## config.mk

```make
export PLATFORM = sky130hd
export DESIGN_NAME = io_regs_flat
export DESIGN_NICKNAME = d
export VERILOG_FILES = /design/src/hw/board_pkg.sv /design/src/hw/periph_bus_if.sv /design/src/hw/io_regs.sv /design/src/flat_wrapper.sv
export SDC_FILE = /design/constraint.sdc
export NUM_CORES = 1
export LEC_CHECK = 0
export ABC_AREA = 1
export BUFFER_PORTS_ARGS = -buffer_cell sky130_fd_sc_hd__buf_2
export CAP_MARGIN = 10
export CORE_ASPECT_RATIO = 0.6
export CORE_UTILIZATION = 30
export DETAILED_ROUTE_END_ITERATION = 12
export PLACE_DENSITY = 0.74
export SLEW_MARGIN = 5
export SYNTH_ARGS = -nofsm -noshare
export SYNTH_HDL_FRONTEND = slang
export SYNTH_SLANG_ARGS = --single-unit
```

## constraint.sdc

```tcl
create_clock -name CLOCK_50 -period 0.8 [get_ports CLOCK_50]
set_input_delay 0 -clock CLOCK_50 [delete_from_list [all_inputs] [get_ports CLOCK_50]]
set_output_delay 0 -clock CLOCK_50 [all_outputs]
set_load 0.01 [all_outputs]
```

## src/hw/board_pkg.sv

```systemverilog
package board_pkg;

    // Bus and memory sizes
    localparam int data_w       = 32;
    localparam int ram_words    = 1024;
    localparam int sd_buf_bytes = 512;

    // Region tags in address bits 31:28
    localparam logic [3:0] region_ram = 4'd0;
    localparam logic [3:0] region_io  = 4'd1;
    localparam logic [3:0] region_sd  = 4'd2;

    // Word registers inside the IO region
    localparam logic [2:0] io_key      = 3'd0;
    localparam logic [2:0] io_console  = 3'd1;
    localparam logic [2:0] io_sd_addr  = 3'd2;
    localparam logic [2:0] io_sd_read  = 3'd3;
    localparam logic [2:0] io_sd_ready = 3'd4;
    localparam logic [2:0] io_sd_avail = 3'd5;

    // Decoder FSM states
    localparam logic [1:0] st_idle  = 2'd0;
    localparam logic [1:0] st_issue = 2'd1;
    localparam logic [1:0] st_wait  = 2'd2;
    localparam logic [1:0] st_ack   = 2'd3;

    // Device chosen for the current access
    localparam logic [1:0] tgt_none = 2'd0;
    localparam logic [1:0] tgt_ram  = 2'd1;
    localparam logic [1:0] tgt_io   = 2'd2;
    localparam logic [1:0] tgt_sd   = 2'd3;

    // One bus address, three ways to slice it
    typedef union packed {
        struct packed {
            logic [3:0]  tag;
            logic [15:0] pad;
            logic [9:0]  word;
            logic [1:0]  off;
        } ram;
        struct packed {
            logic [3:0]  tag;
            logic [22:0] pad;
            logic [2:0]  idx;
            logic [1:0]  off;
        } io;
        struct packed {
            logic [3:0]  tag;
            logic [18:0] pad;
            logic [8:0]  byte_idx;
        } sd;
    } bus_addr_u;

endpackage

```

## src/hw/periph_bus_if.sv

```systemverilog
`timescale 1ns/1ps

interface periph_bus_if
    import board_pkg::*;
();

    // Request side, driven by the decoder
    logic              sel;
    logic              we;
    bus_addr_u         addr;
    logic [data_w-1:0] wdata;

    // Answer side, driven by the device
    logic [data_w-1:0] rdata;
    logic              done;

    modport host (
        output sel,
        output we,
        output addr,
        output wdata,
        input  rdata,
        input  done
    );

    modport dev (
        input  sel,
        input  we,
        input  addr,
        input  wdata,
        output rdata,
        output done
    );

endinterface

```

## src/hw/io_regs.sv

```systemverilog
`timescale 1ns/1ps

module io_regs
    import board_pkg::*;
(
    input  logic       CLOCK_50,
    input  logic       KEY0,
    periph_bus_if.dev  bus,
    input  logic [7:0] key_code,
    input  logic       key_valid,
    output logic [3:0] irq_vector,
    input  logic       irq_ack,
    output logic [7:0] console_byte,
    output logic       console_valid
);

    logic [7:0] key_last;
    logic       console_wr;

    assign console_wr = bus.sel && bus.we && (bus.addr.io.idx == io_console);

    // Keyboard latch and interrupt
    always_ff @(posedge CLOCK_50 or negedge KEY0) begin
        if (!KEY0) begin
            key_last   <= 8'd0;
            irq_vector <= 4'd0;
        end else begin
            if (key_valid) begin
                key_last <= key_code;
                if (key_code != 8'd0) begin
                    irq_vector <= 4'd1;
                end
            end
            // Acknowledge wins over a new key in the same cycle
            if (irq_vector != 4'd0 && irq_ack) begin
                irq_vector <= 4'd0;
            end
        end
    end

    // Console strobe and bus answer
    always_ff @(posedge CLOCK_50 or negedge KEY0) begin
        if (!KEY0) begin
            console_valid <= 1'b0;
            bus.done      <= 1'b0;
        end else begin
            console_valid <= console_wr;
            bus.done      <= bus.sel;
        end
    end

    always_ff @(posedge CLOCK_50) begin
        if (console_wr) begin
            console_byte <= bus.wdata[7:0];
        end
        if (bus.addr.io.idx == io_key)
            bus.rdata <= {{(data_w - 8){1'b0}}, key_last};
        else
            bus.rdata <= '0;
    end

endmodule

```

## src/flat_wrapper.sv

```systemverilog
// flat-port wrapper written by rule: the top's interface ports become plain ports
module io_regs_flat import board_pkg::*;
  (CLOCK_50, KEY0, key_code, key_valid, irq_vector, irq_ack, console_byte, console_valid, bus_sel, bus_we, bus_addr, bus_wdata, bus_rdata, bus_done);
  periph_bus_if bus_i ();
  input  logic CLOCK_50;
  input  logic KEY0;
  input  logic [7:0] key_code;
  input  logic key_valid;
  output logic [3:0] irq_vector;
  input  logic irq_ack;
  output logic [7:0] console_byte;
  output logic console_valid;
  input wire logic [$bits(bus_i.sel)-1:0] bus_sel;
  input wire logic [$bits(bus_i.we)-1:0] bus_we;
  input wire logic [$bits(bus_i.addr)-1:0] bus_addr;
  input wire logic [$bits(bus_i.wdata)-1:0] bus_wdata;
  output wire logic [$bits(bus_i.rdata)-1:0] bus_rdata;
  output wire logic [$bits(bus_i.done)-1:0] bus_done;
  assign bus_i.sel = bus_sel;
  assign bus_i.we = bus_we;
  assign bus_i.addr = bus_addr;
  assign bus_i.wdata = bus_wdata;
  assign bus_rdata = bus_i.rdata;
  assign bus_done = bus_i.done;
  io_regs u_core (.CLOCK_50(CLOCK_50), .KEY0(KEY0), .bus(bus_i), .key_code(key_code), .key_valid(key_valid), .irq_vector(irq_vector), .irq_ack(irq_ack), .console_byte(console_byte), .console_valid(console_valid));
endmodule
```

=== Word-level counts from Yosys, hierarchy flattened ===
Index checks and enable logic that the tools add are counted.

* Add/subtract/negate cells: 0
* Multiply operators: 0
* Divide/modulo/power cells: 0
* Order comparisons: 0
* Equality and inequality tests: 1
* Shifts and indexed selects: 0
* Muxes and demuxes: 3
* Bitwise operators: 0
* Reductions and logical operators: 9

{| class="wikitable"
|+ Operator list
! kind !! count
|-
| $mux W4 || 3
|-
| $reduce_bool A8 Y1 || 1
|-
| $reduce_bool A2 Y1 || 2
|-
| $reduce_bool A4 Y1 || 1
|-
| $eq A3 B1 Y1 const B || 1
|-
| $logic_and A1 B1 Y1 || 3
|-
| $logic_not A3 Y1 || 1
|-
| $reduce_and A2 Y1 || 1
|}

* Register bits: 54
* Latch bits: 0
* RAM bits: 0
* Memory bits (read-only): 0
* Input port bits: 78
* Word-level logic and storage cells: 20
* Memories: 0

=== Logic depth before layout (Yosys ltp) ===
* Depth after elaboration: 4
* Gate-level depth with buffers: 4

=== Worst setup path before layout ===
No wires, ideal clock.

* Kind: input port to flip-flop
* Start: input port bus_addr[2]
* End: register u_core.console_byte[0], enable pin
* Library setup time: 0.385 ns
* Arrival: 0.704 ns
* Slack: -0.289 ns
* Stages: 2
* Path through: nand3_1 nor3_1

* Longest elaborated chain between the ends: 2

{| class="wikitable"
|+ Ends and longest elaborated chain
! item !! line !! RTL
|-
| start: declaration || flat_wrapper.sv:15 || <nowiki>input wire logic [$bits(bus_i.addr)-1:0] bus_addr;</nowiki>
|-
| $eq A3 B1 Y1 || io_regs.sv:20 || <nowiki>assign console_wr = bus.sel && bus.we && (bus.addr.io.idx == io_console);</nowiki>
|-
| $logic_and A1 B1 Y1 || io_regs.sv:20 ||
|-
| net u_core.console_wr || io_regs.sv:18 || <nowiki>logic console_wr;</nowiki>
|-
| end signal: assignment || io_regs.sv:54 || <nowiki>console_byte <= bus.wdata[7:0];</nowiki>
|-
| end: declaration || io_regs.sv:13 || <nowiki>output logic [7:0] console_byte,</nowiki>
|}

The timed path passes the listed nets, and every way through them passes these cells.
A chain may end at the register's enable or synchronous reset.

=== Worst setup path after layout ===
* Start: register u_core.irq_vector[0]
* End: output port irq_vector[0]

{| class="wikitable"
|+ RTL lines
! item !! line !! RTL
|-
| start: declaration || io_regs.sv:11 || <nowiki>output logic [3:0] irq_vector,</nowiki>
|-
| start signal: assignment || io_regs.sv:26 || <nowiki>irq_vector <= 4'd0;</nowiki>
|-
| start signal: assignment || io_regs.sv:31 || <nowiki>irq_vector <= 4'd1;</nowiki>
|-
| start signal: assignment || io_regs.sv:36 || <nowiki>irq_vector <= 4'd0;</nowiki>
|-
| end: declaration || flat_wrapper.sv:9 || <nowiki>output logic [3:0] irq_vector;</nowiki>
|}

No word-level cell between the ends.

==> flow_metrics.env <==
export IMPL_path_depth=1
export IMPL_antenna_found_initial=0
export IMPL_hold_class="input pin to flip-flop"
export IMPL_min_to="u_core.irq_vector[0]"
export IMPL_regArea_um2=676
export IMPL_dr_pass1_iters=2
export IMPL_synth_area_per_cell_um2=10.7
export IMPL_dieArea_mm2=0.00398
export IMPL_synth_cell_type_count=16
export IMPL_synth_most_common_cell="buf_4"
export IMPL_dpl_cell_area_mm2=0.00131
export IMPL_setup_ws_ns=-0.0155
export IMPL_setup_tns_final_ns=-0.0155
export IMPL_synth_area_mm2=0.00112
export IMPL_critical_path_required_ns=0.80
export IMPL_ys_seq_area_share_pct=60.5
export IMPL_max_freq_ghz=1.23
export IMPL_synth_ff_type="dfrtp_1"
export IMPL_hold_viol=0
export IMPL_wirelength_mm=2.09
export IMPL_leakage_nw=0.777
export IMPL_r2r_slack_ns=0.10
export IMPL_start_kind="flip-flop"
export IMPL_min_from="key_code[0]"
export IMPL_ys_top_cells_by_count="buf_4, nand2_1, dfrtp_1"
export IMPL_reg2reg_to="u_core.irq_vector[0]"
export IMPL_first_global_vias=731
export IMPL_total_power_mw=2.62
export IMPL_crit_arrival_ns=0.82
export IMPL_max_stage_delay_ns=0.40
export IMPL_reg2regPathDepth=3
export IMPL_outcome="finished with violations"
export IMPL_postRouteAntennaNets=0
export IMPL_finClkSkew_ns=0.00205
export IMPL_clock_path_buffers=2
export IMPL_ir_drop_mv=0.511
export IMPL_yosys_register_bits=27
export IMPL_critical_path_cell_chain="buf_2"
export IMPL_yosysWarnings=0
export IMPL_slowest_stage="dfrtp_1"
export IMPL_clockRootBuffer="clkbuf_8"
export IMPL_path_class="flip-flop to output port"
export IMPL_crit_fanout=3
export IMPL_violations="negative setup slack"
export IMPL_htree_num_levels=1
export IMPL_grt_max_degree=18
export IMPL_fillCellCount=361
export IMPL_drtIter0Drc=21
export IMPL_synth_top_area_share_pct=24.7
export IMPL_timing_final_crit_period_ns=0.816
export IMPL_cp_top_family="flip-flops"
export IMPL_async_reset_ff_share_pct=40.7
export IMPL_synth_area_leaders="dfrtp_1, edfxtp_1, buf_4"
export IMPL_synth_cells=104
export IMPL_route_vias_total=810
export IMPL_clk_latency_ns=0.27
export IMPL_min_path_cells=5
export IMPL_slew_viol_final=0
export IMPL_setup_viol=1
export IMPL_dpl_hpwl_mm=1.49
export IMPL_p_per_area_mw_per_mm2=1690
export IMPL_routedWlPerCell_um=9.71
export IMPL_io_buffers=43
export IMPL_boundaryPins=124
export IMPL_cts_setup_buffers=0
export IMPL_numCtsBuffers=3
export IMPL_final_area_mm2=0.00155
export IMPL_end_kind="output port"
export IMPL_max_cap_violations=0
export IMPL_layout_nets=249
export IMPL_die_x_um=80.7
export IMPL_cts_sinks=27
export IMPL_rsz0062_at_grt="yes"
export IMPL_cts_resized=0
export IMPL_syn_to_final_growth_pct=38.8
export IMPL_multi_input_area_um2=293
export IMPL_core_area_mm2=0.00340
export IMPL_critPathBufInv=1
export IMPL_drive_above_1_share_pct=34.7
export IMPL_timing_rr_start="u_core.irq_vector[0]"
export IMPL_finalCritPeriodShare_pct=102
export IMPL_drc=0
export IMPL_clkTransAtPathRegs_ns=0.09
export IMPL_dieHeight_um=49.2
export IMPL_cts_tree="done"
export IMPL_grt_first_pass_wirelength_mm=3.26
export IMPL_finalWeightedCongestion=0.716
export IMPL_start_util_pct=32.8
export IMPL_overflow=0
export IMPL_diodes=0
export IMPL_yosysTopAreaCell="dfrtp_1"
export IMPL_placementRows=16
export IMPL_place_ws_ns=-0.0438
export IMPL_viasPerCell=3.77
export IMPL_grt_total_usage_pct=11.2
export IMPL_synth_edf_count=8
==> per-stage QoR <==
step           util, %  cells  hold slack, ns
3_3_place_gp      38.6    192          -0.112
4_1_cts           45.5    215          0.0362
2_1_floorplan        -    130          -0.296
5_1_grt           45.5    215          0.0426
3_5_place_dp      38.6    192          -0.110
6_report          45.5    215          0.0437
==> cells by family (layout without fill, tap and decap cells) <==
kind of cell | Yosys count | in the layout | synth area share, %
buffers and inverters | 39 | 79 | 23.0
and+or+nand+nor | 28 | 28 | 12.1
DFF | 27 | 27 | 60.5
AOI/OAI and AO/OA | 9 | 9 | 4.04
other | 1 | 27 | 0.336
==> state kept, by name, indices dropped and copies added, names as in the netlist <==
name and cells:
u_core.bus.rdata 8, u_core.console_valid 1, u_core.console_byte 8, u_core.bus.done 1
u_core.key_last 8, u_core.irq_vector 1
==> layout make-up <==
type / instances / area share [%]
multi-input cells: 64 / 18.9
repair buffers: 65 / 28.4
inverters: 10 / 2.42
clock buffers: 3 / 2.67
flip-flops and latches: 27 / 43.6
well taps: 45 / 3.63
clock inverters: 1 / 0.323
==> timing repair <==
item	4_1_cts	5_1_grt
hold buffers	19	0
setup endpoints to repair	1	11
endpoints found under the hold margin	29	0
==> layer usage <==
metal,global-route usage (%),part of all wire [%]
met4,4.46,1.3
met3,4.30,8.3
met2,20.1,51
met5,0,0
met1,11.8,39
==> cell usage in the layout (no fill, tap or decap) <==
master and n:
dfxtp_1 8, inv_1 10, clkinv_2 1, nor2_4 1, nor3_4 1, dlygate4sd3_1 19, edfxtp_1 8, o21ai_0 9
or3_1 1, clkbuf_8 3, dfrtp_1 11, buf_2 43, nand2_1 12, buf_4 2, buf_12 1, nand3_1 1
nor2_1 5, conb_1 27, nor2_2 7
==> power breakdown <==
part | leakage (nW) | total [mW] | internal [mW] | switching [mW]
logic | 0.480 | 0.369 | 0.162 | 0.207
clock network | 0.0255 | 0.749 | 0.348 | 0.400
registers | 0.272 | 1.50 | 1.48 | 0.0184
total | 0.777 | 2.62 | 1.99 | 0.626
==> tightest hold or removal path, delay by kind of cell <==
family	cells	cell delay (ns)
compound gates	1	0.06
buf+inv	1	0.09
simple gates	3	0.12
==> how the worst max path moves through the flow <==
stage,startpoint,slack [ns],endpoint
finish,u_core.irq_vector[0],-0.02,irq_vector[0]
global route,u_core.irq_vector[0],-0.06,irq_vector[0]
CTS,u_core.irq_vector[0],-0.03,irq_vector[0]
detailed placement,bus_addr[3],-0.04,u_core.bus.rdata[1]
global placement,bus_addr[3],-0.01,u_core.bus.rdata[2]
floorplan,bus_addr[2],0.07,u_core.console_byte[0]
No activity file was read; power rests on OpenSTA's default activity.
