==> config.mk <==
export PLATFORM = sky130hd
export DESIGN_NAME = sd_sector_buffer_flat
export DESIGN_NICKNAME = d
export VERILOG_FILES = /design/src/hw/board_pkg.sv /design/src/hw/periph_bus_if.sv /design/src/hw/sd_sector_buffer.sv /design/src/flat_wrapper.sv
export SDC_FILE = /design/constraint.sdc
export NUM_CORES = 2
export LEC_CHECK = 0
export BUFFER_PORTS_ARGS = -buffer_cell sky130_fd_sc_hd__buf_2
export CAP_MARGIN = 20
export CORE_MARGIN = 2
export CORE_UTILIZATION = 40
export CTS_BUF_LIST = sky130_fd_sc_hd__clkbuf_16
export DETAILED_ROUTE_END_ITERATION = 8
export SYNTH_ARGS = -nofsm -noshare
export SYNTH_HDL_FRONTEND = slang
export SYNTH_SLANG_ARGS = --single-unit
==> constraint.sdc <==
create_clock -name CLOCK_50 -period 23.4 [get_ports CLOCK_50]
set_input_delay 4.68 -clock CLOCK_50 [delete_from_list [all_inputs] [get_ports CLOCK_50]]
set_output_delay 4.68 -clock CLOCK_50 [all_outputs]
set_load 0.01 [all_outputs]
==> src/hw/board_pkg.sv <==
package board_pkg;

    // Bus and memory sizes
    localparam int data_w       = 32;
    localparam int ram_words    = 1024;
    localparam int sd_buf_bytes = 512;

    // Region tags in address bits 31:28
    localparam logic [3:0] region_ram = 4'd0;
    localparam logic [3:0] region_io  = 4'd1;
    localparam logic [3:0] region_sd  = 4'd2;

    // Word registers inside the IO region
    localparam logic [2:0] io_key      = 3'd0;
    localparam logic [2:0] io_console  = 3'd1;
    localparam logic [2:0] io_sd_addr  = 3'd2;
    localparam logic [2:0] io_sd_read  = 3'd3;
    localparam logic [2:0] io_sd_ready = 3'd4;
    localparam logic [2:0] io_sd_avail = 3'd5;

    // Decoder FSM states
    localparam logic [1:0] st_idle  = 2'd0;
    localparam logic [1:0] st_issue = 2'd1;
    localparam logic [1:0] st_wait  = 2'd2;
    localparam logic [1:0] st_ack   = 2'd3;

    // Device chosen for the current access
    localparam logic [1:0] tgt_none = 2'd0;
    localparam logic [1:0] tgt_ram  = 2'd1;
    localparam logic [1:0] tgt_io   = 2'd2;
    localparam logic [1:0] tgt_sd   = 2'd3;

    // One bus address, three ways to slice it
    typedef union packed {
        struct packed {
            logic [3:0]  tag;
            logic [15:0] pad;
            logic [9:0]  word;
            logic [1:0]  off;
        } ram;
        struct packed {
            logic [3:0]  tag;
            logic [22:0] pad;
            logic [2:0]  idx;
            logic [1:0]  off;
        } io;
        struct packed {
            logic [3:0]  tag;
            logic [18:0] pad;
            logic [8:0]  byte_idx;
        } sd;
    } bus_addr_u;

endpackage

==> src/hw/periph_bus_if.sv <==
`timescale 1ns/1ps

interface periph_bus_if
    import board_pkg::*;
();

    // Request side, driven by the decoder
    logic              sel;
    logic              we;
    bus_addr_u         addr;
    logic [data_w-1:0] wdata;

    // Answer side, driven by the device
    logic [data_w-1:0] rdata;
    logic              done;

    modport host (
        output sel,
        output we,
        output addr,
        output wdata,
        input  rdata,
        input  done
    );

    modport dev (
        input  sel,
        input  we,
        input  addr,
        input  wdata,
        output rdata,
        output done
    );

endinterface

==> src/hw/sd_sector_buffer.sv <==
`timescale 1ns/1ps

module sd_sector_buffer
    import board_pkg::*;
(
    input  logic        CLOCK_50,
    input  logic        KEY0,
    periph_bus_if.dev   bus,
    input  logic [7:0]  sd_byte,
    input  logic        sd_byte_toggle,
    input  logic        sd_ready,
    output logic        sd_rd_start,
    output logic [31:0] sd_addr
);

    logic [7:0]                        sector [sd_buf_bytes];
    logic [$clog2(sd_buf_bytes)-1:0]   wr_idx;
    logic                              avail;
    logic [7:0]                        byte_s1;
    logic [7:0]                        byte_s2;
    logic                              tog_s1;
    logic                              tog_s2;
    logic                              tog_s3;
    logic                              byte_edge;
    logic                              io_hit;
    logic                              addr_wr;
    logic                              read_wr;

    assign io_hit    = bus.addr.io.tag == region_io;
    assign addr_wr   = bus.sel && bus.we && io_hit && (bus.addr.io.idx == io_sd_addr);
    assign read_wr   = bus.sel && bus.we && io_hit && (bus.addr.io.idx == io_sd_read);
    assign byte_edge = tog_s2 ^ tog_s3;

    // Two-stage sync on the byte stream, third stage finds the toggle
    always_ff @(posedge CLOCK_50 or negedge KEY0) begin
        if (!KEY0) begin
            tog_s1 <= 1'b0;
            tog_s2 <= 1'b0;
            tog_s3 <= 1'b0;
        end else begin
            tog_s1 <= sd_byte_toggle;
            tog_s2 <= tog_s1;
            tog_s3 <= tog_s2;
        end
    end

    always_ff @(posedge CLOCK_50) begin
        byte_s1 <= sd_byte;
        byte_s2 <= byte_s1;
    end

    // Control registers, capture index and bus handshake
    always_ff @(posedge CLOCK_50 or negedge KEY0) begin
        if (!KEY0) begin
            sd_addr     <= 32'd0;
            sd_rd_start <= 1'b0;
            wr_idx      <= '0;
            avail       <= 1'b0;
            bus.done    <= 1'b0;
        end else begin
            bus.done    <= bus.sel;
            sd_rd_start <= read_wr;
            if (addr_wr) begin
                sd_addr <= bus.wdata;
            end
            if (byte_edge) begin
                if (wr_idx == sd_buf_bytes - 1) begin
                    wr_idx <= '0;
                    avail  <= 1'b1;
                end else begin
                    wr_idx <= wr_idx + 1'b1;
                end
            end
            // New read request restarts the sector
            if (read_wr) begin
                wr_idx <= '0;
                avail  <= 1'b0;
            end
        end
    end

    // Sector storage and read mux
    always_ff @(posedge CLOCK_50) begin
        if (byte_edge) begin
            sector[wr_idx] <= byte_s2;
        end
        if (bus.addr.sd.tag == region_sd) begin
            bus.rdata <= {{(data_w - 8){1'b0}}, sector[bus.addr.sd.byte_idx]};
        end else begin
            case (bus.addr.io.idx)
                io_sd_addr:  bus.rdata <= sd_addr;
                io_sd_ready: bus.rdata <= {{(data_w - 1){1'b0}}, sd_ready};
                io_sd_avail: bus.rdata <= {{(data_w - 1){1'b0}}, avail};
                default:     bus.rdata <= '0;
            endcase
        end
    end

endmodule

==> src/flat_wrapper.sv <==
// flat-port wrapper written by rule: the top's interface ports become plain ports
module sd_sector_buffer_flat import board_pkg::*;
  (CLOCK_50, KEY0, sd_byte, sd_byte_toggle, sd_ready, sd_rd_start, sd_addr, bus_sel, bus_we, bus_addr, bus_wdata, bus_rdata, bus_done);
  periph_bus_if bus_i ();
  input  logic CLOCK_50;
  input  logic KEY0;
  input  logic [7:0] sd_byte;
  input  logic sd_byte_toggle;
  input  logic sd_ready;
  output logic sd_rd_start;
  output logic [31:0] sd_addr;
  input wire logic [$bits(bus_i.sel)-1:0] bus_sel;
  input wire logic [$bits(bus_i.we)-1:0] bus_we;
  input wire logic [$bits(bus_i.addr)-1:0] bus_addr;
  input wire logic [$bits(bus_i.wdata)-1:0] bus_wdata;
  output wire logic [$bits(bus_i.rdata)-1:0] bus_rdata;
  output wire logic [$bits(bus_i.done)-1:0] bus_done;
  assign bus_i.sel = bus_sel;
  assign bus_i.we = bus_we;
  assign bus_i.addr = bus_addr;
  assign bus_i.wdata = bus_wdata;
  assign bus_rdata = bus_i.rdata;
  assign bus_done = bus_i.done;
  sd_sector_buffer u_core (.CLOCK_50(CLOCK_50), .KEY0(KEY0), .bus(bus_i), .sd_byte(sd_byte), .sd_byte_toggle(sd_byte_toggle), .sd_ready(sd_ready), .sd_rd_start(sd_rd_start), .sd_addr(sd_addr));
endmodule
# Word level (Yosys, flattened, before mapping)
# Memories as Yosys holds them, arrays and structs flattened.
# Index checks and enable logic that the tools add are counted.
word_totals:
  out_inout_bits: 66
  inputBits: 78
  mem_bits_rw: 4096
  n_memories: 1
  elab_cells: 39
  reg_bits: 95
op_classes:
  add_sub_neg: 1
  bitwise: 1
  reduce_logical: 7
  mux: 10
  eq_ne: 7
memory_table:
  columns: ["name", "words", "width", "read_ports", "rd_clocked_by_memory_dff", "wr", "line_no", "source"]
  rows:
  - ["u_core.sector", 512, 8, 1, 0, 1, "sd_sector_buffer.sv:16", "logic [7:0] sector [sd_buf_bytes];"]
op_table:
  columns: ["operator", "n"]
  rows:
  - ["$pmux 32 s3", 1]
  - ["$mux 9", 3]
  - ["$add 9x1->9 const B", 1]
  - ["$eq 9x9->1 const B", 1]
  - ["$mux 8", 1]
  - ["$eq 3x2->1 const B", 2]
  - ["$eq 3x3->1 const B", 2]
  - ["$mux 1", 5]
  - ["$eq 4x1->1 const B", 1]
  - ["$eq 4x2->1 const B", 1]
  - ["$logic_and 1x1->1", 4]
  - ["$reduce_bool 2->1", 2]
  - ["$reduce_and 2->1", 1]
  - ["$xor 1x1->1", 1]

# Longest topological paths before layout
logic_depth:
  depth_word: 5
  depth_mapped: 15
  mapped_depth_nobuf: 8

# Worst setup path after synthesis
# Ideal clock, no wire load.
synth_timing:
  path_kind: "register to register"
  from: "reg u_core.byte_s2[0]"
  to: "mem u_core.sector[0][0] (data pin)"
  stages_incl_launch_ff: 1
  period_less_slack_ns: 8.004
  setup_time_ns: 1.506
  n_path_buf: 0
  required_ns: 21.894
  path_slack_ns: 15.396
  arrival_ns: 6.499
  cell_sequence: "dfxtp_1"
synth_lines:
  columns: ["element", "line_no", "source"]
  rows:
  - ["start, declared", "sd_sector_buffer.sv:20", "logic [7:0] byte_s2;"]
  - ["start signal, assigned", "sd_sector_buffer.sv:49", "byte_s2 <= byte_s1;"]
  - ["end, declared", "sd_sector_buffer.sv:16", null]
# No word-level cell before the write port.

# Final worst setup path
layout_timing:
  from: "in bus_addr[0]"
  to: "reg u_core.bus.rdata[6]"
layout_via:
  elab_chain_len: 2
layout_rtl:
  columns: ["element", "line_no", "source"]
  rows:
  - ["start, declared", "flat_wrapper.sv:14", "input wire logic [$bits(bus_i.addr)-1:0] bus_addr;"]
  - ["$mem_v2 512x8", null, null]
  - ["$mux 8", "sd_sector_buffer.sv:87", "if (bus.addr.sd.tag == region_sd) begin"]
  - ["end signal, assigned", "sd_sector_buffer.sv:88", "bus.rdata <= {{(data_w - 8){1'b0}}, sector[bus.addr.sd.byte_idx]};"]
  - ["end signal, assigned", "sd_sector_buffer.sv:91", "io_sd_addr: bus.rdata <= sd_addr;"]
  - ["end signal, assigned", "sd_sector_buffer.sv:92", "io_sd_ready: bus.rdata <= {{(data_w - 1){1'b0}}, sd_ready};"]
  - ["end, declared", "periph_bus_if.sv:31", "output rdata,"]
# Every way passes these cells.
# A chain may end at the register's enable or synchronous reset.

==> results.py <==
metrics = {
    "run_status": {
        "status": "finished clean",
    },
    "synthesis": {
        "async_reset_ff_frac": 0.0112,
        "synth_fp_nets": 7888,
        "synth_ff_type": "edfxtp_1",
        "synth_cells": 7805,
        "synth_area_um2": 162000,
        "synth_top_cell_by_area": "edfxtp_1",
        "ys_top_cells_by_area": "edfxtp_1, mux4_2, mux2i_1",
        "synth_top_area_frac": 0.758,
        "synth_edf_count": 4096,
        "ys_ff_latch": 4191,
        "synth-warning-count": 0,
        "syn-mean-instance-area_um2": 20.8,
        "ys_types": 75,
        "ys_seq_area_frac": 0.771,
    },
    "placement": {
        "placement.io_buffers": 124,
        "globalplace.congestion": 0.849,
        "dpl.cell_count": 13045,
        "preCtsSetupSlack_ns": 12.01,
        "place_area_um2": 169000,
        "hpwl_um": 271000,
    },
    "global_route": {
        "grtUsageTotal": 0.219,
        "grt_max_degree": 213,
        "grt_pass1_wl_um": 636000,
        "antenna_found_initial": 22,
        "grt-ovfl-total": 0,
        "grt_pass1_vias": 81420,
    },
    "die": {
        "core_um2": 403000,
        "die_width_um": 641,
        "ios": 144,
        "die_area_um2": 411000,
        "row_count": 233,
        "die_h_um": 641,
        "start_util": 0.402,
    },
    "clock_tree": {
        "cts.root.buffer_cell": "clkbuf_16",
        "clkTransAtPathRegs_ns": 0.06,
        "post_cts_resized": 0,
        "cts_made_buffers": 421,
        "cts.sinks": 4191,
        "clk_latency_ns": 0.99,
        "post_cts_buffers": 0,
        "cts_hold_buffers": 0,
        "cts_max_path_buffers": 4,
        "htreeDepth": 5,
        "cts_tree": "done",
    },
    "routing": {
        "first_iter_violations": 10772,
        "via_per_inst": 5.97,
        "vias": 82632,
        "first_pass_iters": 6,
        "finalWirelength_um": 458000,
        "drc": 0,
        "avgRoutedWirePerCell_um": 33.1,
        "ant_nets": 0,
    },
    "cells_and_area": {
        "final_core_util": 0.453,
        "regArea_um2": 125000,
        "multiInputGateArea_um2": 34600,
        "n_fill_cell": 33658,
        "area_growth_pct": 12.5,
        "design_area_um2": 183000,
        "drive_above_1_share": 0.226,
        "stdcell_count": 13834,
        "num-nets-final": 8147,
    },
    "sta": {
        "finalMaxSlewViolations": 0,
        "finalHoldViolCount": 0,
        "period_share": 0.439,
        "min_period_ns": 10.28,
        "slew_headroom": 0.202,
        "setup_tns_ns": 0,
        "worst_slew_pin_slew_ns": 1.20,
        "hold_slack_ns": 0.324,
        "rsz0062_at_grt": "false",
        "fin_ws_ns": 13.12,
        "fin_skew_ns": 0.0594,
        "setup_viol": 0,
        "fmax_mhz": 97.3,
    },
    "min_path": {
        "hold_path_class": "flip-flop to flip-flop",
    },
    "setup_path": {
        "cp_slowest_cell": "o41ai_1",
        "cp_slowest_stage_delay_ns": 0.85,
        "cp.required_ns": 24.28,
        "critPathKind": "input pin to flip-flop",
        "endpoint_kind": "flip-flop",
        "crit_path_start_kind": "input pin",
        "crit_arrival_ns": 11.16,
        "critPathMostFrequentCell": "buf_4",
        "crit_chain": "buf_12, buf_4, buf_4, buf_4, buf_4, mux4_2, a22o_1, a211oi_1, a21oi_1, a32oi_1, o41ai_1, a31oi_1, o41ai_1",
        "cp_max_fo": 78,
    },
    "run": {
        "cap_violations": 0,
    },
    "power_and_ir_drop": {
        "peakVddDrop_mv": 0.0686,
        "power_mw": 16.0,
        "power.density_nw_per_um2": 87.7,
        "power_leakage_nw": 57.4,
    },
}
## sequential cells by signal (all words and copies together) (netlist names)
register,flops
u_core.sector,4096
u_core.bus.rdata,32
u_core.sd_addr,32
u_core.wr_idx,9
u_core.byte_s1,8
u_core.byte_s2,8
u_core.avail,1
u_core.bus.done,1
u_core.sd_rd_start,1
u_core.tog_s1,1
u_core.tog_s2,1
u_core.tog_s3,1
## power breakdown
group | total, mW | internal (mW) | switching (mW)
Sequential | 8.34 | 8.29 | 0.0493
Combinational | 1.06 | 0.279 | 0.786
Clock | 6.62 | 3.74 | 2.88
Total | 16.0 | 12.3 | 3.72
## metal layers
| metal | share of wire | GRT usage |
|---|---|---|
| met2 | 0.47 | 0.344 |
| met1 | 0.40 | 0.303 |
| met5 | 0.00012 | 0 |
| met3 | 0.092 | 0.0417 |
| met4 | 0.043 | 0.0868 |
## worst max-delay path: cells and delay by family
family / cells / cell delay, ns
buf+inv: 5 / 3.33
compound gates: 7 / 2.46
mux: 1 / 0.38
## final timing paths
kind	from	endpoint	slack [ns]	cells after the start
max	bus_addr[0]	u_core.bus.rdata[6]$_DFF_P_	13.12	13
max reg2reg	u_core.tog_s2$_DFF_PN0_	u_core.sector[269][4]$_DFFE_PP_	18.91	4
min reg2reg	u_core.byte_s1[5]$_DFF_P_	u_core.byte_s2[5]$_DFF_P_	0.32	0
min in group asynchronous	KEY0	u_core.sd_addr[27]$_DFFE_PN0P_	3.59	1
max in group asynchronous	KEY0	u_core.sd_addr[7]$_DFFE_PN0P_	18.76	2
min	u_core.byte_s1[5]$_DFF_P_	u_core.byte_s2[5]$_DFF_P_	0.32	0
## cell usage after synthesis, drive strengths merged (6+ instances only)
cell,count
a21oi,111
nor2b,19
nor3,22
o221ai,75
a211o,14
o21ai,101
nor3b,6
a211oi,67
inv,6
and3,10
a31oi,22
o211ai,11
o32ai,7
nand3b,10
a2111oi,38
a22oi,74
dfrtp,47
clkbuf,216
mux4,867
nand3,56
and2,29
nand2b,11
o31ai,8
a32oi,10
a311oi,6
edfxtp,4096
nor4,15
o2111ai,7
nand4,14
a22o,35
dfxtp,48
nand2,154
a221oi,35
buf,283
o22ai,101
mux2i,443
mux2,75
nor2,595
## cell type report
cell class	count	area share
clock buffer	426	0.0584
clock inverter	347	0.0157
tap	5405	0.0370
antenna	15	0.000206
multi-input combinational	3108	0.190
timing repair buffer	335	0.0135
inverter	7	0.000192
sequential	4191	0.685
## cell families (layout without fill, tap and decap cells)
kind of cell               Yosys count  after routing  synth area share
other                                0             15                 0
and+or+nand+nor                    965            965            0.0255
DFF                               4191           4191             0.771
xor gates and xnor gates             2              2          0.000108
muxes                             1385           1385             0.153
buffers and inverters              506           1115            0.0173
adders and majority gates            5              5          0.000385
AOI/OAI and AO/OA                  751            751            0.0326
## cells in the final DEF, fill, tap and decap left out, types with 107 or more instances in the layout
cell type	count
nor2_1	591
buf_2	117
mux2i_1	443
clkinv_1	107
edfxtp_1	4096
nand2_1	153
mux4_2	859
clkbuf_16	426
buf_4	197
a21oi_1	111
No activity file was read; power rests on OpenSTA's default activity.
