===== config.mk =====
export PLATFORM = sky130hd
export DESIGN_NAME = bus_decoder_flat
export DESIGN_NICKNAME = d
export VERILOG_FILES = /design/src/hw/board_pkg.sv /design/src/hw/periph_bus_if.sv /design/src/hw/bus_decoder.sv /design/src/flat_wrapper.sv
export SDC_FILE = /design/constraint.sdc
export NUM_CORES = 1
export LEC_CHECK = 0
export BUFFER_PORTS_ARGS = -buffer_cell sky130_fd_sc_hd__buf_4
export CAP_MARGIN = 25
export CORE_AREA = 2 2 154 156
export CTS_CLUSTER_SIZE = 10
export DETAILED_ROUTE_END_ITERATION = 7
export DIE_AREA = 0 0 156 158
export PLACE_DENSITY_LB_ADDON = 0.1
export SETUP_SLACK_MARGIN = 0.05
export SKIP_LAST_GASP = 1
export SYNTH_ARGS = -nofsm -noshare
export SYNTH_HDL_FRONTEND = slang
export SYNTH_SLANG_ARGS = --single-unit

===== constraint.sdc =====
create_clock -name CLOCK_50 -period 3.5 [get_ports CLOCK_50]
set_clock_uncertainty 0.2 [all_clocks]
set_input_delay 0.7 -clock CLOCK_50 [delete_from_list [all_inputs] [get_ports CLOCK_50]]
set_output_delay 0.7 -clock CLOCK_50 [all_outputs]
set_load 0.01 [all_outputs]

===== src/hw/board_pkg.sv =====
package board_pkg;

    // Bus and memory sizes
    localparam int data_w       = 32;
    localparam int ram_words    = 1024;
    localparam int sd_buf_bytes = 512;

    // Region tags in address bits 31:28
    localparam logic [3:0] region_ram = 4'd0;
    localparam logic [3:0] region_io  = 4'd1;
    localparam logic [3:0] region_sd  = 4'd2;

    // Word registers inside the IO region
    localparam logic [2:0] io_key      = 3'd0;
    localparam logic [2:0] io_console  = 3'd1;
    localparam logic [2:0] io_sd_addr  = 3'd2;
    localparam logic [2:0] io_sd_read  = 3'd3;
    localparam logic [2:0] io_sd_ready = 3'd4;
    localparam logic [2:0] io_sd_avail = 3'd5;

    // Decoder FSM states
    localparam logic [1:0] st_idle  = 2'd0;
    localparam logic [1:0] st_issue = 2'd1;
    localparam logic [1:0] st_wait  = 2'd2;
    localparam logic [1:0] st_ack   = 2'd3;

    // Device chosen for the current access
    localparam logic [1:0] tgt_none = 2'd0;
    localparam logic [1:0] tgt_ram  = 2'd1;
    localparam logic [1:0] tgt_io   = 2'd2;
    localparam logic [1:0] tgt_sd   = 2'd3;

    // One bus address, three ways to slice it
    typedef union packed {
        struct packed {
            logic [3:0]  tag;
            logic [15:0] pad;
            logic [9:0]  word;
            logic [1:0]  off;
        } ram;
        struct packed {
            logic [3:0]  tag;
            logic [22:0] pad;
            logic [2:0]  idx;
            logic [1:0]  off;
        } io;
        struct packed {
            logic [3:0]  tag;
            logic [18:0] pad;
            logic [8:0]  byte_idx;
        } sd;
    } bus_addr_u;

endpackage


===== src/hw/periph_bus_if.sv =====
`timescale 1ns/1ps

interface periph_bus_if
    import board_pkg::*;
();

    // Request side, driven by the decoder
    logic              sel;
    logic              we;
    bus_addr_u         addr;
    logic [data_w-1:0] wdata;

    // Answer side, driven by the device
    logic [data_w-1:0] rdata;
    logic              done;

    modport host (
        output sel,
        output we,
        output addr,
        output wdata,
        input  rdata,
        input  done
    );

    modport dev (
        input  sel,
        input  we,
        input  addr,
        input  wdata,
        output rdata,
        output done
    );

endinterface


===== src/hw/bus_decoder.sv =====
`timescale 1ns/1ps

module bus_decoder
    import board_pkg::*;
(
    input  logic              CLOCK_50,
    input  logic              KEY0,
    input  logic              bus_req,
    input  logic              bus_we,
    input  logic [31:0]       bus_addr,
    input  logic [data_w-1:0] bus_wdata,
    output logic              bus_ack,
    output logic [data_w-1:0] bus_rdata,
    periph_bus_if.host        ram_bus,
    periph_bus_if.host        io_bus,
    periph_bus_if.host        sd_bus
);

    bus_addr_u         addr_view;
    logic [1:0]        state;
    logic [1:0]        tgt;
    logic [1:0]        next_tgt;
    logic              tgt_done;
    logic [data_w-1:0] tgt_rdata;

    assign addr_view = bus_addr;

    // Region decode; IO indices for the SD block go to the SD device
    always_comb begin
        case (addr_view.ram.tag)
            region_ram: next_tgt = tgt_ram;
            region_io: begin
                if (addr_view.io.idx >= io_sd_addr && addr_view.io.idx <= io_sd_avail)
                    next_tgt = tgt_sd;
                else
                    next_tgt = tgt_io;
            end
            region_sd: next_tgt = tgt_sd;
            default:   next_tgt = tgt_none;
        endcase
    end

    // Master fields are stable for the whole request
    assign ram_bus.addr  = addr_view;
    assign ram_bus.we    = bus_we;
    assign ram_bus.wdata = bus_wdata;
    assign io_bus.addr   = addr_view;
    assign io_bus.we     = bus_we;
    assign io_bus.wdata  = bus_wdata;
    assign sd_bus.addr   = addr_view;
    assign sd_bus.we     = bus_we;
    assign sd_bus.wdata  = bus_wdata;

    // One-cycle select toward the chosen device
    assign ram_bus.sel = (state == st_issue) && (tgt == tgt_ram);
    assign io_bus.sel  = (state == st_issue) && (tgt == tgt_io);
    assign sd_bus.sel  = (state == st_issue) && (tgt == tgt_sd);

    always_comb begin
        case (tgt)
            tgt_ram: begin
                tgt_done  = ram_bus.done;
                tgt_rdata = ram_bus.rdata;
            end
            tgt_io: begin
                tgt_done  = io_bus.done;
                tgt_rdata = io_bus.rdata;
            end
            tgt_sd: begin
                tgt_done  = sd_bus.done;
                tgt_rdata = sd_bus.rdata;
            end
            default: begin
                tgt_done  = 1'b0;
                tgt_rdata = '0;
            end
        endcase
    end

    always_ff @(posedge CLOCK_50 or negedge KEY0) begin
        if (!KEY0) begin
            state     <= st_idle;
            tgt       <= tgt_none;
            bus_ack   <= 1'b0;
            bus_rdata <= '0;
        end else begin
            case (state)
                st_idle: begin
                    if (bus_req && !bus_ack) begin
                        tgt   <= next_tgt;
                        state <= st_issue;
                    end
                end
                st_issue: begin
                    // Unmapped space answers at once with zero
                    if (tgt == tgt_none) begin
                        bus_rdata <= '0;
                        bus_ack   <= 1'b1;
                        state     <= st_ack;
                    end else begin
                        state <= st_wait;
                    end
                end
                st_wait: begin
                    if (tgt_done) begin
                        bus_rdata <= tgt_rdata;
                        bus_ack   <= 1'b1;
                        state     <= st_ack;
                    end
                end
                st_ack: begin
                    if (!bus_req) begin
                        bus_ack <= 1'b0;
                        state   <= st_idle;
                    end
                end
                default: state <= st_idle;
            endcase
        end
    end

endmodule


===== src/flat_wrapper.sv =====
// flat-port wrapper written by rule: the top's interface ports become plain ports
module bus_decoder_flat import board_pkg::*;
  (CLOCK_50, KEY0, bus_req, bus_we, bus_addr, bus_wdata, bus_ack, bus_rdata, ram_bus_sel, ram_bus_we, ram_bus_addr, ram_bus_wdata, ram_bus_rdata, ram_bus_done, io_bus_sel, io_bus_we, io_bus_addr, io_bus_wdata, io_bus_rdata, io_bus_done, sd_bus_sel, sd_bus_we, sd_bus_addr, sd_bus_wdata, sd_bus_rdata, sd_bus_done);
  periph_bus_if ram_bus_i ();
  periph_bus_if io_bus_i ();
  periph_bus_if sd_bus_i ();
  input  logic CLOCK_50;
  input  logic KEY0;
  input  logic bus_req;
  input  logic bus_we;
  input  logic [31:0] bus_addr;
  input  logic [data_w-1:0] bus_wdata;
  output logic bus_ack;
  output logic [data_w-1:0] bus_rdata;
  output wire logic [$bits(ram_bus_i.sel)-1:0] ram_bus_sel;
  output wire logic [$bits(ram_bus_i.we)-1:0] ram_bus_we;
  output wire logic [$bits(ram_bus_i.addr)-1:0] ram_bus_addr;
  output wire logic [$bits(ram_bus_i.wdata)-1:0] ram_bus_wdata;
  input wire logic [$bits(ram_bus_i.rdata)-1:0] ram_bus_rdata;
  input wire logic [$bits(ram_bus_i.done)-1:0] ram_bus_done;
  output wire logic [$bits(io_bus_i.sel)-1:0] io_bus_sel;
  output wire logic [$bits(io_bus_i.we)-1:0] io_bus_we;
  output wire logic [$bits(io_bus_i.addr)-1:0] io_bus_addr;
  output wire logic [$bits(io_bus_i.wdata)-1:0] io_bus_wdata;
  input wire logic [$bits(io_bus_i.rdata)-1:0] io_bus_rdata;
  input wire logic [$bits(io_bus_i.done)-1:0] io_bus_done;
  output wire logic [$bits(sd_bus_i.sel)-1:0] sd_bus_sel;
  output wire logic [$bits(sd_bus_i.we)-1:0] sd_bus_we;
  output wire logic [$bits(sd_bus_i.addr)-1:0] sd_bus_addr;
  output wire logic [$bits(sd_bus_i.wdata)-1:0] sd_bus_wdata;
  input wire logic [$bits(sd_bus_i.rdata)-1:0] sd_bus_rdata;
  input wire logic [$bits(sd_bus_i.done)-1:0] sd_bus_done;
  assign ram_bus_sel = ram_bus_i.sel;
  assign ram_bus_we = ram_bus_i.we;
  assign ram_bus_addr = ram_bus_i.addr;
  assign ram_bus_wdata = ram_bus_i.wdata;
  assign ram_bus_i.rdata = ram_bus_rdata;
  assign ram_bus_i.done = ram_bus_done;
  assign io_bus_sel = io_bus_i.sel;
  assign io_bus_we = io_bus_i.we;
  assign io_bus_addr = io_bus_i.addr;
  assign io_bus_wdata = io_bus_i.wdata;
  assign io_bus_i.rdata = io_bus_rdata;
  assign io_bus_i.done = io_bus_done;
  assign sd_bus_sel = sd_bus_i.sel;
  assign sd_bus_we = sd_bus_i.we;
  assign sd_bus_addr = sd_bus_i.addr;
  assign sd_bus_wdata = sd_bus_i.wdata;
  assign sd_bus_i.rdata = sd_bus_rdata;
  assign sd_bus_i.done = sd_bus_done;
  bus_decoder u_core (.CLOCK_50(CLOCK_50), .KEY0(KEY0), .bus_req(bus_req), .bus_we(bus_we), .bus_addr(bus_addr), .bus_wdata(bus_wdata), .bus_ack(bus_ack), .bus_rdata(bus_rdata), .ram_bus(ram_bus_i), .io_bus(io_bus_i), .sd_bus(sd_bus_i));
endmodule

# [Word level (Yosys, flattened, before mapping)]
# Cells that the tools add are included.
[word_totals] reg_bits=37 inputBits=167 out_inout_bits=231 word_cells=49
[classes] magnitude_cmp=2 n_eq_ne=12 muxes=16 reduce_logical=15
[op_table] cell="$pmux W32 S3" n=1
[op_table] cell="$mux W32" n=2
[op_table] cell="$pmux W32 S2" n=1
[op_table] cell="$eq A2 B2 Y1 const B" n=4
[op_table] cell="$pmux W2 S4" n=1
[op_table] cell="$mux W2" n=3
[op_table] cell="$pmux W1 S3" n=2
[op_table] cell="$pmux W2 S3" n=1
[op_table] cell="$reduce_and A3 Y1" n=2
[op_table] cell="$logic_and A1 B1 Y1" n=5
[op_table] cell="$mux W1" n=5
[op_table] cell="$eq A2 B1 Y1 const B" n=2
[op_table] cell="$eq A4 B1 Y1 const B" n=1
[op_table] cell="$eq A4 B2 Y1 const B" n=1
[op_table] cell="$logic_not A2 Y1" n=2
[op_table] cell="$logic_not A4 Y1" n=1
[op_table] cell="$ne A2 B1 Y1 const B" n=2
[op_table] cell="$ne A2 B2 Y1 const B" n=2
[op_table] cell="$reduce_and A4 Y1" n=1
[op_table] cell="$ge A3 B2 Y1 const B" n=1
[op_table] cell="$le A3 B3 Y1 const B" n=1
[op_table] cell="$reduce_bool A3 Y1" n=1
[op_table] cell="$reduce_and A2 Y1" n=1
[op_table] cell="$reduce_bool A2 Y1" n=1
[op_table] cell="$logic_not A1 Y1" n=1

# [Longest topological paths before layout]
# Gate-level depths: netlist of the first run.
[logic_depth] depth_word=4 mapped_depth=7 mapped_depth_nobuf=6

# [Least setup slack after synthesis of the first run]
# Ideal clock, no wire load.
[synth_timing] path_kind="flip-flop to output port" start="register u_core.tgt[0]" end="output port ram_bus_sel" arrival_ns=1.159 t_required_ns=2.600 setup_slack_ns=1.441 path_stages_with_launch=5 path_buffers=2 path_cell_list="dfrtp_1 buf_6 clkinv_1 clkbuf_1 nor3b_1"
[synth_via] elab_chain_cells=2
[synth_lines] element="start: declaration" line="bus_decoder.sv:21" rtl="logic [1:0] tgt;"
[synth_lines] element="start signal: assignment" line="bus_decoder.sv:83" rtl="tgt <= tgt_none;"
[synth_lines] element="start signal: assignment" line="bus_decoder.sv:90" rtl="tgt <= next_tgt;"
[synth_lines] element="$eq A2 B1 Y1" line="bus_decoder.sv:55" rtl="assign ram_bus.sel = (state == st_issue) && (tgt == tgt_ram);"
[synth_lines] element="$logic_and A1 B1 Y1" line="bus_decoder.sv:55"
[synth_lines] element="end: declaration" line="flat_wrapper.sv:15" rtl="output wire logic [$bits(ram_bus_i.sel)-1:0] ram_bus_sel;"
# No other way between the ends.

# [Worst setup path in the final report of the first run]
[layout_timing] start="register u_core.tgt[1]" end="output port sd_bus_sel"
[layout_via] elab_chain_cells=2
[layout_lines] element="$eq A2 B2 Y1" line="bus_decoder.sv:57" rtl="assign sd_bus.sel = (state == st_issue) && (tgt == tgt_sd);"
[layout_lines] element="$logic_and A1 B1 Y1" line="bus_decoder.sv:57"
[layout_lines] element="end: declaration" line="flat_wrapper.sv:27" rtl="output wire logic [$bits(sd_bus_i.sel)-1:0] sd_bus_sel;"
# No other way between the ends.

==> impl_metrics.py, run 1 <==
metrics = {
    "yosys": {
        "synth_nets": 594,
        "ys_top_cells_by_count": "198 x buf_4, 37 x dfrtp_1, 36 x nor2_1, 34 x a21oi_1, 32 x mux2i_1",
        "synth_area_leader_cell": "buf_4",
        "avgSynthCellArea_sq_um": 9.43,
        "syn_inst": 422,
        "yosysMostFrequentCell": "buf_4",
        "synth_cell_types": 37,
        "synth_top_area_share_pct": 37.3,
        "synth_edf_count": 0,
        "yosys_most_used_dff": "dfrtp_1",
        "async_flop_share_pct": 100,
        "seq_area_frac_synth_pct": 23.3,
        "synth.cell_area_sq_um": 3980,
        "synth_seq_cells": 37,
        "synth_area_leaders": "buf_4 37%, dfrtp_1 23%, o2bb2ai_2 11%",
        "ys.warnings.count": 0,
    },
    "placed_design": {
        "dp_hpwl_microns": 11000,
        "io_buffers": 161,
        "globalplace.congestion": 0.644,
    },
    "sta": {
        "setup_violations": 0,
        "timing.fmax_mhz": 355,
        "hold_viol": 0,
        "finalCriticalPeriod_ns": 2.82,
        "fin_setup_tns_ns": 0,
        "slew_viol_final": 0,
        "maxSlewHeadroom_pct": 51.6,
        "tightestPinTransition_ns": 0.726,
        "post-route-period-util_pct": 80.6,
        "rsz0062_at_grt": "false",
        "fin_hold_ws_ns": 0.188,
    },
    "clocking": {
        "clk_pin_slew_ns": 0.07,
        "cts_buffer_depth": 2,
        "cts.sinks": 37,
        "root_buffer": "clkbuf_16",
        "cts_hold_buf": 0,
        "cts_max_level": 2,
        "ctsResizeCount": 0,
        "post-cts-setup-buffers": 0,
        "tritoncts": "built",
        "cts_made_buffers": 5,
        "clk-insertion-delay-late_ns": 0.29,
    },
    "flow_run": {
        "maxCapViolCount": 0,
    },
    "detailed_routing": {
        "drc": 0,
        "vias_per_cell": 3.84,
        "wl_per_cell_microns": 20.8,
        "initialDrtViolationCount": 73,
        "postRouteAntennaNets": 0,
        "wl_microns": 13900,
        "num_vias": 2576,
        "firstDrtPassIters": 4,
    },
    "setup_path": {
        "rrSetupSlack_ns": 0.95,
        "cp-start-kind": "flip-flop",
        "path_max_fanout": 24,
        "r2r-start": "u_core.state[0]$_DFFE_PN0P_",
        "path_class": "flip-flop to output port",
        "r2r-end": "u_core.bus_rdata[2]$_DFFE_PN0P_",
        "cp.arrival_ns": 1.92,
        "critPathRequiredTime_ns": 2.60,
        "rr_worst_depth": 6,
        "endpoint_kind": "output port",
    },
    "power": {
        "clkPwrFrac_pct": 20.7,
        "leakagePower_uw": 0.00177,
        "p_seq_share_pct": 25.2,
        "cellPowerDensity_nw_per_um2": 723,
        "p_sw_share_pct": 43.4,
        "ir_drop_mv": 0.246,
        "p_int_uw": 1700,
        "power_switching_uw": 1300,
        "finalPower_uw": 3000,
        "comb_power_share_pct": 54.2,
    },
    "global_route": {
        "grt_usage_pct": 10.7,
        "first_global_vias": 2689,
        "grt_pass1_wl_microns": 18800,
        "antenna_found_initial": 2,
        "grt_max_degree": 38,
        "overflow": 0,
    },
    "floorplanning": {
        "die_h_microns": 158,
        "die_w_microns": 156,
        "rows": 56,
        "dieArea_sq_um": 24600,
        "start_util_pct": 17.3,
        "coreArea_sq_um": 23100,
        "boundaryPins": 398,
    },
    "cells_and_area": {
        "nNetsFinal": 551,
        "antenna_cells": 0,
        "register_area_sq_um": 927,
        "fin_util_pct": 18.0,
        "syn_to_final_growth_pct": 4.21,
        "multi_input_area_sq_um": 1430,
        "drive_gt1_share_pct": 56.1,
        "fill_cells": 2559,
    },
    "min_path": {
        "hp-class": "primary input to async pin",
    },
    "outcome": {
        "outcome": "finished, final reports clean",
    },
}
sequential cells by signal, summed over array words and instances, names as in the netlist:
signal and cells:
u_core.bus_rdata 32, u_core.state 2, u_core.tgt 2, u_core.bus_ack 1
cells by family after synthesis:
group                      synth area share [%]
muxes                                      8.39
xor gates and xnor gates                  0.440
AOI/OAI and AO/OA                          19.5
and+or+nand+nor                            5.94
buffers and inverters                      40.9
DFF                                        23.3
adders and majority gates                  1.57
layer usage:
layer  vias up  global-route usage (%)  routed length (microns)
met2       261                    18.7                     7020
met1      1151                    10.2                     4430
li1       1141                       -                        -
met5         -                    2.69                      120
met3        17                    7.12                     2140
met4         6                    2.93                      211
through the flow:
step	setup WS (ns)	instances	cell area, sq um
floorplan	1.44	422	3980
global placement	0.961	662	3960
detailed placement	0.905	662	3960
CTS	0.608	670	4150
global route	0.502	670	4150
finish	0.679	670	4150
area by class of cell:
type | count | share of cell area [%]
repair buffers | 164 | 29.7
well taps | 290 | 8.75
inverters | 3 | 0.271
clock inverters | 3 | 1.57
multi-input cells | 168 | 34.4
flip-flops and latches | 37 | 22.3
clock buffers | 5 | 3.02
worst max-delay path, stage by stage (launching register included):
cell,delay (ns)
dfrtp_2,0.73
buf_4,0.49
nand2_1,0.12
nor2_1,0.13
buf_4,0.13
power groups by stage:
stage | registers [uW] | clock network [uW] | logic, uW
final | 755 | 620 | 1630
after global placement | 771 | 0 | 1670
after CTS | 763 | 654 | 1700
after detailed placement | 765 | 0 | 1690
after floorplan | 752 | 0 | 1370
after global routing | 785 | 669 | 1790
how the worst max path moves through the flow:
stage               cells past startpoint                         endpoint                      start  slack [ns]
floorplan                               4                      ram_bus_sel  u_core.tgt[0]$_DFFE_PN0P_        1.44
global placement                        5  u_core.bus_rdata[2]$_DFFE_PN0P_  u_core.tgt[1]$_DFFE_PN0P_        0.96
detailed placement                      5  u_core.bus_rdata[2]$_DFFE_PN0P_  u_core.tgt[1]$_DFFE_PN0P_        0.91
CTS                                     4                       sd_bus_sel  u_core.tgt[1]$_DFFE_PN0P_        0.61
global route                            4                       sd_bus_sel  u_core.tgt[1]$_DFFE_PN0P_        0.50
finish                                  4                       sd_bus_sel  u_core.tgt[1]$_DFFE_PN0P_        0.68
placed cells by master, fill, tap and decap left out, types with 5 or more instances in the layout:
| master | Yosys | layout |
|---|---|---|
| a21oi_1 | 34 | 34 |
| buf_4 | 198 | 164 |
| o2bb2ai_2 | 30 | 30 |
| ha_1 | 5 | 5 |
| nor2_1 | 36 | 36 |
| dfrtp_1 | 37 | 36 |
| mux2i_1 | 32 | 32 |
| clkbuf_16 | 0 | 5 |
Note: power is estimated with default switching activity, not from simulation.
==> inputs of run 2 (changes only) <==
- ABC_AREA: not set -> 1
- CORE_AREA: 2 2 154 156 -> 2 2 153 155
- DIE_AREA: 0 0 156 158 -> 0 0 155 157
- clock period: 3.5 -> 2.85 ns (I/O delays scaled with it)
==> run 2 against run 1 <==
  * Combinational power hardly changed
  * Global-route usage about the same
  * Setup slack got worse by 0.14 ns
  * Synthesized area decreased by 6.6%
  * Clock power fell by 11%
  * Sequential share of layout area increased by 1.4 points
  * Sequential power up 7.0%
  * Clock-buffer cell count up 1
  * Hold slack worse by 0.12 ns
  * First-iteration DRC count grew to 3.0 times the previous value
  * Non-clock buffer count increased by 1
  * Via count grew 13%
==> impl_metrics.py, run 2 <==
metrics = {
    "outcome": {
        "outcome": "finished, final reports clean",
    },
    "floorplanning": {
        "coreArea_sq_um": 22500,
        "boundaryPins": 398,
        "rows": 55,
        "die_h_microns": 157,
        "start_util_pct": 16.5,
        "dieArea_sq_um": 24300,
        "die_w_microns": 155,
    },
    "cells_and_area": {
        "largestRegisters": "u_core.bus_rdata x32, u_core.state x2, u_core.tgt x2",
        "layout_commonest_cell": "nand2_1",
        "top_register": "u_core.bus_rdata",
        "multi_input_area_sq_um": 1190,
        "register_area_sq_um": 926,
        "layout_common_cells": "170 x nand2_1, 165 x buf_4, 38 x nand3_1",
        "largest_reg_flops": 32,
        "antenna_cells": 0,
        "fill_cells": 2590,
        "fin_area_sq_um": 3890,
        "syn_to_final_growth_pct": 4.64,
        "drive_gt1_share_pct": 36.3,
        "nNetsFinal": 664,
    },
    "detailed_routing": {
        "firstDrtPassIters": 4,
        "initialDrtViolationCount": 222,
        "num_vias": 2916,
        "vias_per_cell": 3.75,
        "wl_microns": 13600,
        "postRouteAntennaNets": 0,
        "drc": 0,
        "wl_per_cell_microns": 17.4,
    },
    "yosys": {
        "synth_top_area_share_pct": 40.0,
        "syn_inst": 534,
        "synth_edf_count": 0,
        "synth_cell_types": 18,
        "ys.warnings.count": 0,
        "seq_area_frac_synth_pct": 24.9,
        "yosys_most_used_dff": "dfrtp_1",
        "avgSynthCellArea_sq_um": 6.96,
        "synth_seq_cells": 37,
        "yosysMostFrequentCell": "buf_4",
        "async_flop_share_pct": 100,
        "synth_nets": 706,
        "synth.cell_area_sq_um": 3720,
        "synth_area_leaders": "buf_4 40%, dfrtp_1 25%, nand2_1 17%",
        "ys_top_cells_by_count": "198 x buf_4, 170 x nand2_1, 38 x nand3_1, 37 x dfrtp_1, 26 x o21ai_1",
        "synth_area_leader_cell": "buf_4",
    },
    "power": {
        "cellPowerDensity_nw_per_um2": 773,
        "leakagePower_uw": 0.00188,
        "ir_drop_mv": 0.303,
    },
    "global_route": {
        "grt_max_degree": 65,
        "first_global_vias": 2963,
        "antenna_found_initial": 1,
        "grt_usage_pct": 10.7,
        "grt_pass1_wl_microns": 19400,
        "overflow": 0,
    },
    "setup_path": {
        "critPathRequiredTime_ns": 2.08,
        "crit_cells": 5,
        "cpMostUsedCell": "inv_1",
        "crit_path_max_incr_delay_ns": 0.42,
        "rr_worst_depth": 6,
        "path_buf_inv": 3,
        "cp.arrival_ns": 1.54,
        "r2r-end": "u_core.bus_rdata[27]$_DFFE_PN0P_",
        "cp_slowest_cell": "dfrtp_1",
        "rrSetupSlack_ns": 0.74,
        "endpoint": "io_bus_sel",
        "path_max_fanout": 5,
        "startpoint": "u_core.state[1]$_DFFE_PN0P_",
        "r2r-start": "u_core.state[0]$_DFFE_PN0P_",
        "cp-start-kind": "flip-flop",
        "worstPathCellList": "inv_1 -> ha_1 -> inv_1 -> nor3_1 -> buf_4",
        "endpoint_kind": "output port",
        "crit_family": "flip-flops",
        "path_class": "flip-flop to output port",
    },
    "sta": {
        "maxSlewHeadroom_pct": 55.5,
        "fin_setup_tns_ns": 0,
        "rsz0062_at_grt": "false",
        "finalCriticalPeriod_ns": 2.31,
        "hold_viol": 0,
        "setup_violations": 0,
        "slew_viol_final": 0,
        "fin_ws_ns": 0.536,
        "tightestPinTransition_ns": 0.666,
        "post-route-period-util_pct": 81.2,
        "timing.fmax_mhz": 432,
    },
    "clocking": {
        "cts_hold_buf": 0,
        "cts_buffer_depth": 2,
        "cts.sinks": 37,
        "clk-insertion-delay-late_ns": 0.28,
        "cts_max_level": 2,
        "ctsResizeCount": 0,
        "clk_pin_slew_ns": 0.06,
        "post-cts-setup-buffers": 0,
        "tritoncts": "built",
        "cts_made_buffers": 5,
        "root_buffer": "clkbuf_16",
    },
    "placed_design": {
        "io_buffers": 161,
        "globalplace.congestion": 0.778,
        "dp_hpwl_microns": 10500,
        "placed_area_sq_um": 3750,
        "place_ws_ns": 0.709,
    },
    "flow_run": {
        "maxCapViolCount": 0,
    },
    "min_path": {
        "hp-class": "primary input to async pin",
    },
}
## run 2: cell type report
type	instances	area share [%]
Inverter	11	1.06
Clock inverter	2	0.257
Tap cell	285	9.16
Sequential cell	37	23.8
Clock buffer	6	3.31
Timing Repair Buffer	165	31.8
Multi-Input combinational cell	272	30.6
## run 2: layer usage
metal	part of all wire (%)	vias to the layer above	track usage [%]
met5	0.096	-	0
met4	0.89	2	2.12
met3	11	12	4.43
met2	48	242	18.9
met1	40	1271	12.1
li1	-	1389	-
## run 2: logic make-up after synthesis
group           count (synthesis)  synth area share (%)
compound gates                 40                  5.38
fa+ha+maj                       5                  1.68
simple gates                  227                  24.9
buf+inv                       225                  43.1
flops                          37                  24.9
## run 2: power by group
group / internal [uW] / switching [uW]
clock: 322 / 232
sequential: 687 / 121
combinational: 594 / 1050
## run 2: stage by stage
stage | hold slack (ns) | power [uW] | cells | utilization [%]
6_report | 0.0638 | 3010 | 778 | 17.3
4_1_cts | 0.0965 | 3100 | 778 | 17.3
3_5_place_dp | 0.280 | 2520 | 770 | 16.7
5_1_grt | 0.110 | 3310 | 778 | 17.3
2_1_floorplan | 0.0744 | 2070 | 534 | -
3_3_place_gp | 0.272 | 2520 | 770 | 16.7
## run 2: worst register-to-register path, cell delays in order, from the launching register on
cell     delay, ns
dfrtp_1       0.43
inv_1         0.14
ha_1          0.22
nand4_2       0.19
nand2_2       0.09
buf_4         0.50
o21ai_0       0.19
## run 2: worst min-delay path by stage
stage	start	endpoint	depth (start not counted)
6_report	KEY0	u_core.bus_rdata[27]$_DFFE_PN0P_	1
5_1_grt	KEY0	u_core.bus_rdata[27]$_DFFE_PN0P_	1
4_1_cts	KEY0	u_core.bus_rdata[27]$_DFFE_PN0P_	1
3_5_place_dp	u_core.bus_rdata[7]$_DFFE_PN0P_	u_core.bus_rdata[7]$_DFFE_PN0P_	2
3_3_place_gp	u_core.bus_rdata[7]$_DFFE_PN0P_	u_core.bus_rdata[7]$_DFFE_PN0P_	2
2_1_floorplan	KEY0	u_core.bus_ack$_DFFE_PN0P_	0
==> inputs of run 3 (changes only) <==
- clock period: 2.85 -> 1.85 ns (I/O delays scaled with it)
==> run 3 against run 2 <==
  * Cell area grew 13%
  * Core utilization increased by 2.2 points
  * Combinational power rose by 140%
  * Power up 110%
  * Highest routed layer is now met4
  * First-iteration DRC count is 27% lower
  * Critical path type unchanged
  * The run now ends with negative setup slack left
  * Largest power group unchanged
  * Critical endpoint unchanged
==> impl_metrics.py, run 3 (same netlist as run 2, synthesis figures left out) <==
metrics = {
    "cells_and_area": {
        "antenna_cells": 0,
        "top_register": "u_core.bus_rdata",
        "largest_reg_flops": 32,
        "fin_util_pct": 19.5,
        "fin_area_sq_um": 4390,
        "drive_gt1_share_pct": 42.0,
        "layout_common_cells": "170 x nand2_1, 169 x buf_4, 38 x nand3_1",
        "nNetsFinal": 688,
        "largestRegisters": "u_core.bus_rdata x32, u_core.state x2, u_core.tgt x2",
        "fin_cells": 802,
        "layout_commonest_cell": "nand2_1",
        "syn_to_final_growth_pct": 18.0,
    },
    "clocking": {
        "clk_pin_slew_ns": 0.06,
        "cts_buffer_depth": 2,
        "tritoncts": "built",
        "cts_max_level": 2,
        "cts.sinks": 37,
        "clk-insertion-delay-late_ns": 0.28,
        "root_buffer": "clkbuf_16",
        "cts_made_buffers": 5,
    },
    "global_route": {
        "grt_usage_pct": 10.5,
        "grt_max_degree": 45,
        "antenna_found_initial": 0,
        "grt_pass1_wl_microns": 19100,
        "overflow": 0,
        "first_global_vias": 2988,
    },
    "sta": {
        "fin_hold_ws_ns": 0.231,
        "finalCriticalPeriod_ns": 1.86,
        "timing.fmax_mhz": 538,
        "setup_violations": 2,
        "post-route-period-util_pct": 101,
        "hold_viol": 0,
        "fin_ws_ns": -0.0101,
        "slew_viol_final": 0,
        "rsz0062_at_grt": "true",
        "maxSlewHeadroom_pct": 65.6,
        "tightestPinTransition_ns": 0.516,
    },
    "detailed_routing": {
        "drc": 0,
        "postRouteAntennaNets": 0,
        "wl_microns": 14400,
        "vias_per_cell": 3.80,
        "firstDrtPassIters": 4,
        "wl_per_cell_microns": 18.0,
        "num_vias": 3044,
        "initialDrtViolationCount": 161,
    },
    "power": {
        "cellPowerDensity_nw_per_um2": 1430,
        "leakagePower_uw": 0.00209,
        "ir_drop_mv": 0.478,
    },
    "placed_design": {
        "dp_hpwl_microns": 11100,
        "placedCellCount": 778,
        "globalplace.congestion": 0.765,
        "io_buffers": 161,
        "placed_area_sq_um": 3860,
    },
    "outcome": {
        "violations": "negative setup slack",
        "outcome": "finished, violations left",
    },
    "flow_run": {
        "maxCapViolCount": 0,
    },
    "setup_path": {
        "cp-start-kind": "flip-flop",
        "critPathRequiredTime_ns": 1.28,
        "rrSetupSlack_ns": 0.11,
        "rr_worst_depth": 9,
        "cp.arrival_ns": 1.29,
        "endpoint_kind": "output port",
        "path_max_fanout": 3,
        "r2r-end": "u_core.bus_rdata[20]$_DFFE_PN0P_",
        "path_class": "flip-flop to output port",
        "r2r-start": "u_core.state[0]$_DFFE_PN0P_",
    },
    "floorplanning": {
        "coreArea_sq_um": 22500,
        "die_w_microns": 155,
        "die_h_microns": 157,
        "start_util_pct": 16.5,
        "boundaryPins": 398,
        "dieArea_sq_um": 24300,
        "rows": 55,
    },
    "min_path": {
        "holdPathStages": 4,
        "min_to": "u_core.tgt[1]$_DFFE_PN0P_",
        "hp-class": "primary input to flip-flop",
        "holdCritStartpoint": "bus_addr[30]",
    },
}
[run 3: metal layers]
layer  share of wire, %  track usage [%]  wire length (microns)
met5                  0                0                      0
met4                1.1             2.69                    159
met1                 36             11.5                   5200
met2                 50             18.5                   7260
met3                 12             4.98                   1800
[run 3: cell type report]
cell class                 instances  area, sq um
clock buffer                       7          143
tap                              285          357
fill                            2564        18100
multi-input combinational        273         1290
sequential                        37          930
clock inverter                     1         30.0
inverter                          11         41.3
timing repair buffer             188         1590
[run 3: worst max path at each step]
stage,from,end,slack [ns]
2_1_floorplan,u_core.state[0]$_DFFE_PN0P_,u_core.bus_rdata[26]$_DFFE_PN0P_,0.12
3_3_place_gp,u_core.state[1]$_DFFE_PN0P_,ram_bus_sel,0.05
3_5_place_dp,u_core.state[1]$_DFFE_PN0P_,ram_bus_sel,0.06
4_1_cts,u_core.state[1]$_DFFE_PN0P_,ram_bus_sel,-0.02
5_1_grt,u_core.state[1]$_DFFE_PN0P_,io_bus_sel,-0.06
6_report,u_core.state[1]$_DFFE_PN0P_,io_bus_sel,-0.01
[run 3: what timing repair did]
action,4_1_cts,5_1_grt
pin swaps,0,3
setup endpoints to repair,3,37
hold buffers,1,0
cloned,0,9
endpoints found under the hold margin,37,0
buffers inserted,4,3
resized for setup,11,25
[run 3: per-stage QoR]
step           total power (uW)  setup WS [ns]  TNS [ns]
2_1_floorplan              3200          0.116         0
3_3_place_gp               4140         0.0470         0
4_1_cts                    5340        -0.0171   -0.0452
6_report                   6260        -0.0101   -0.0156
5_1_grt                    6800        -0.0649    -0.170
3_5_place_dp               4150         0.0575         0
[run 3: worst max-delay path: stages (launching register included)]
cell and delay, ns:
dfrtp_1 0.38, inv_2 0.08, ha_4 0.13, inv_2 0.04, buf_6 0.12, nor3_4 0.13
buf_6 0.13
[run 3: report_power, final]
group	switching [uW]	internal [uW]	leakage [uW]	total [uW]
sequential	200	1070	0.000502	1270
clock	337	674	0.0000841	1010
combinational	2140	1850	0.00150	3990
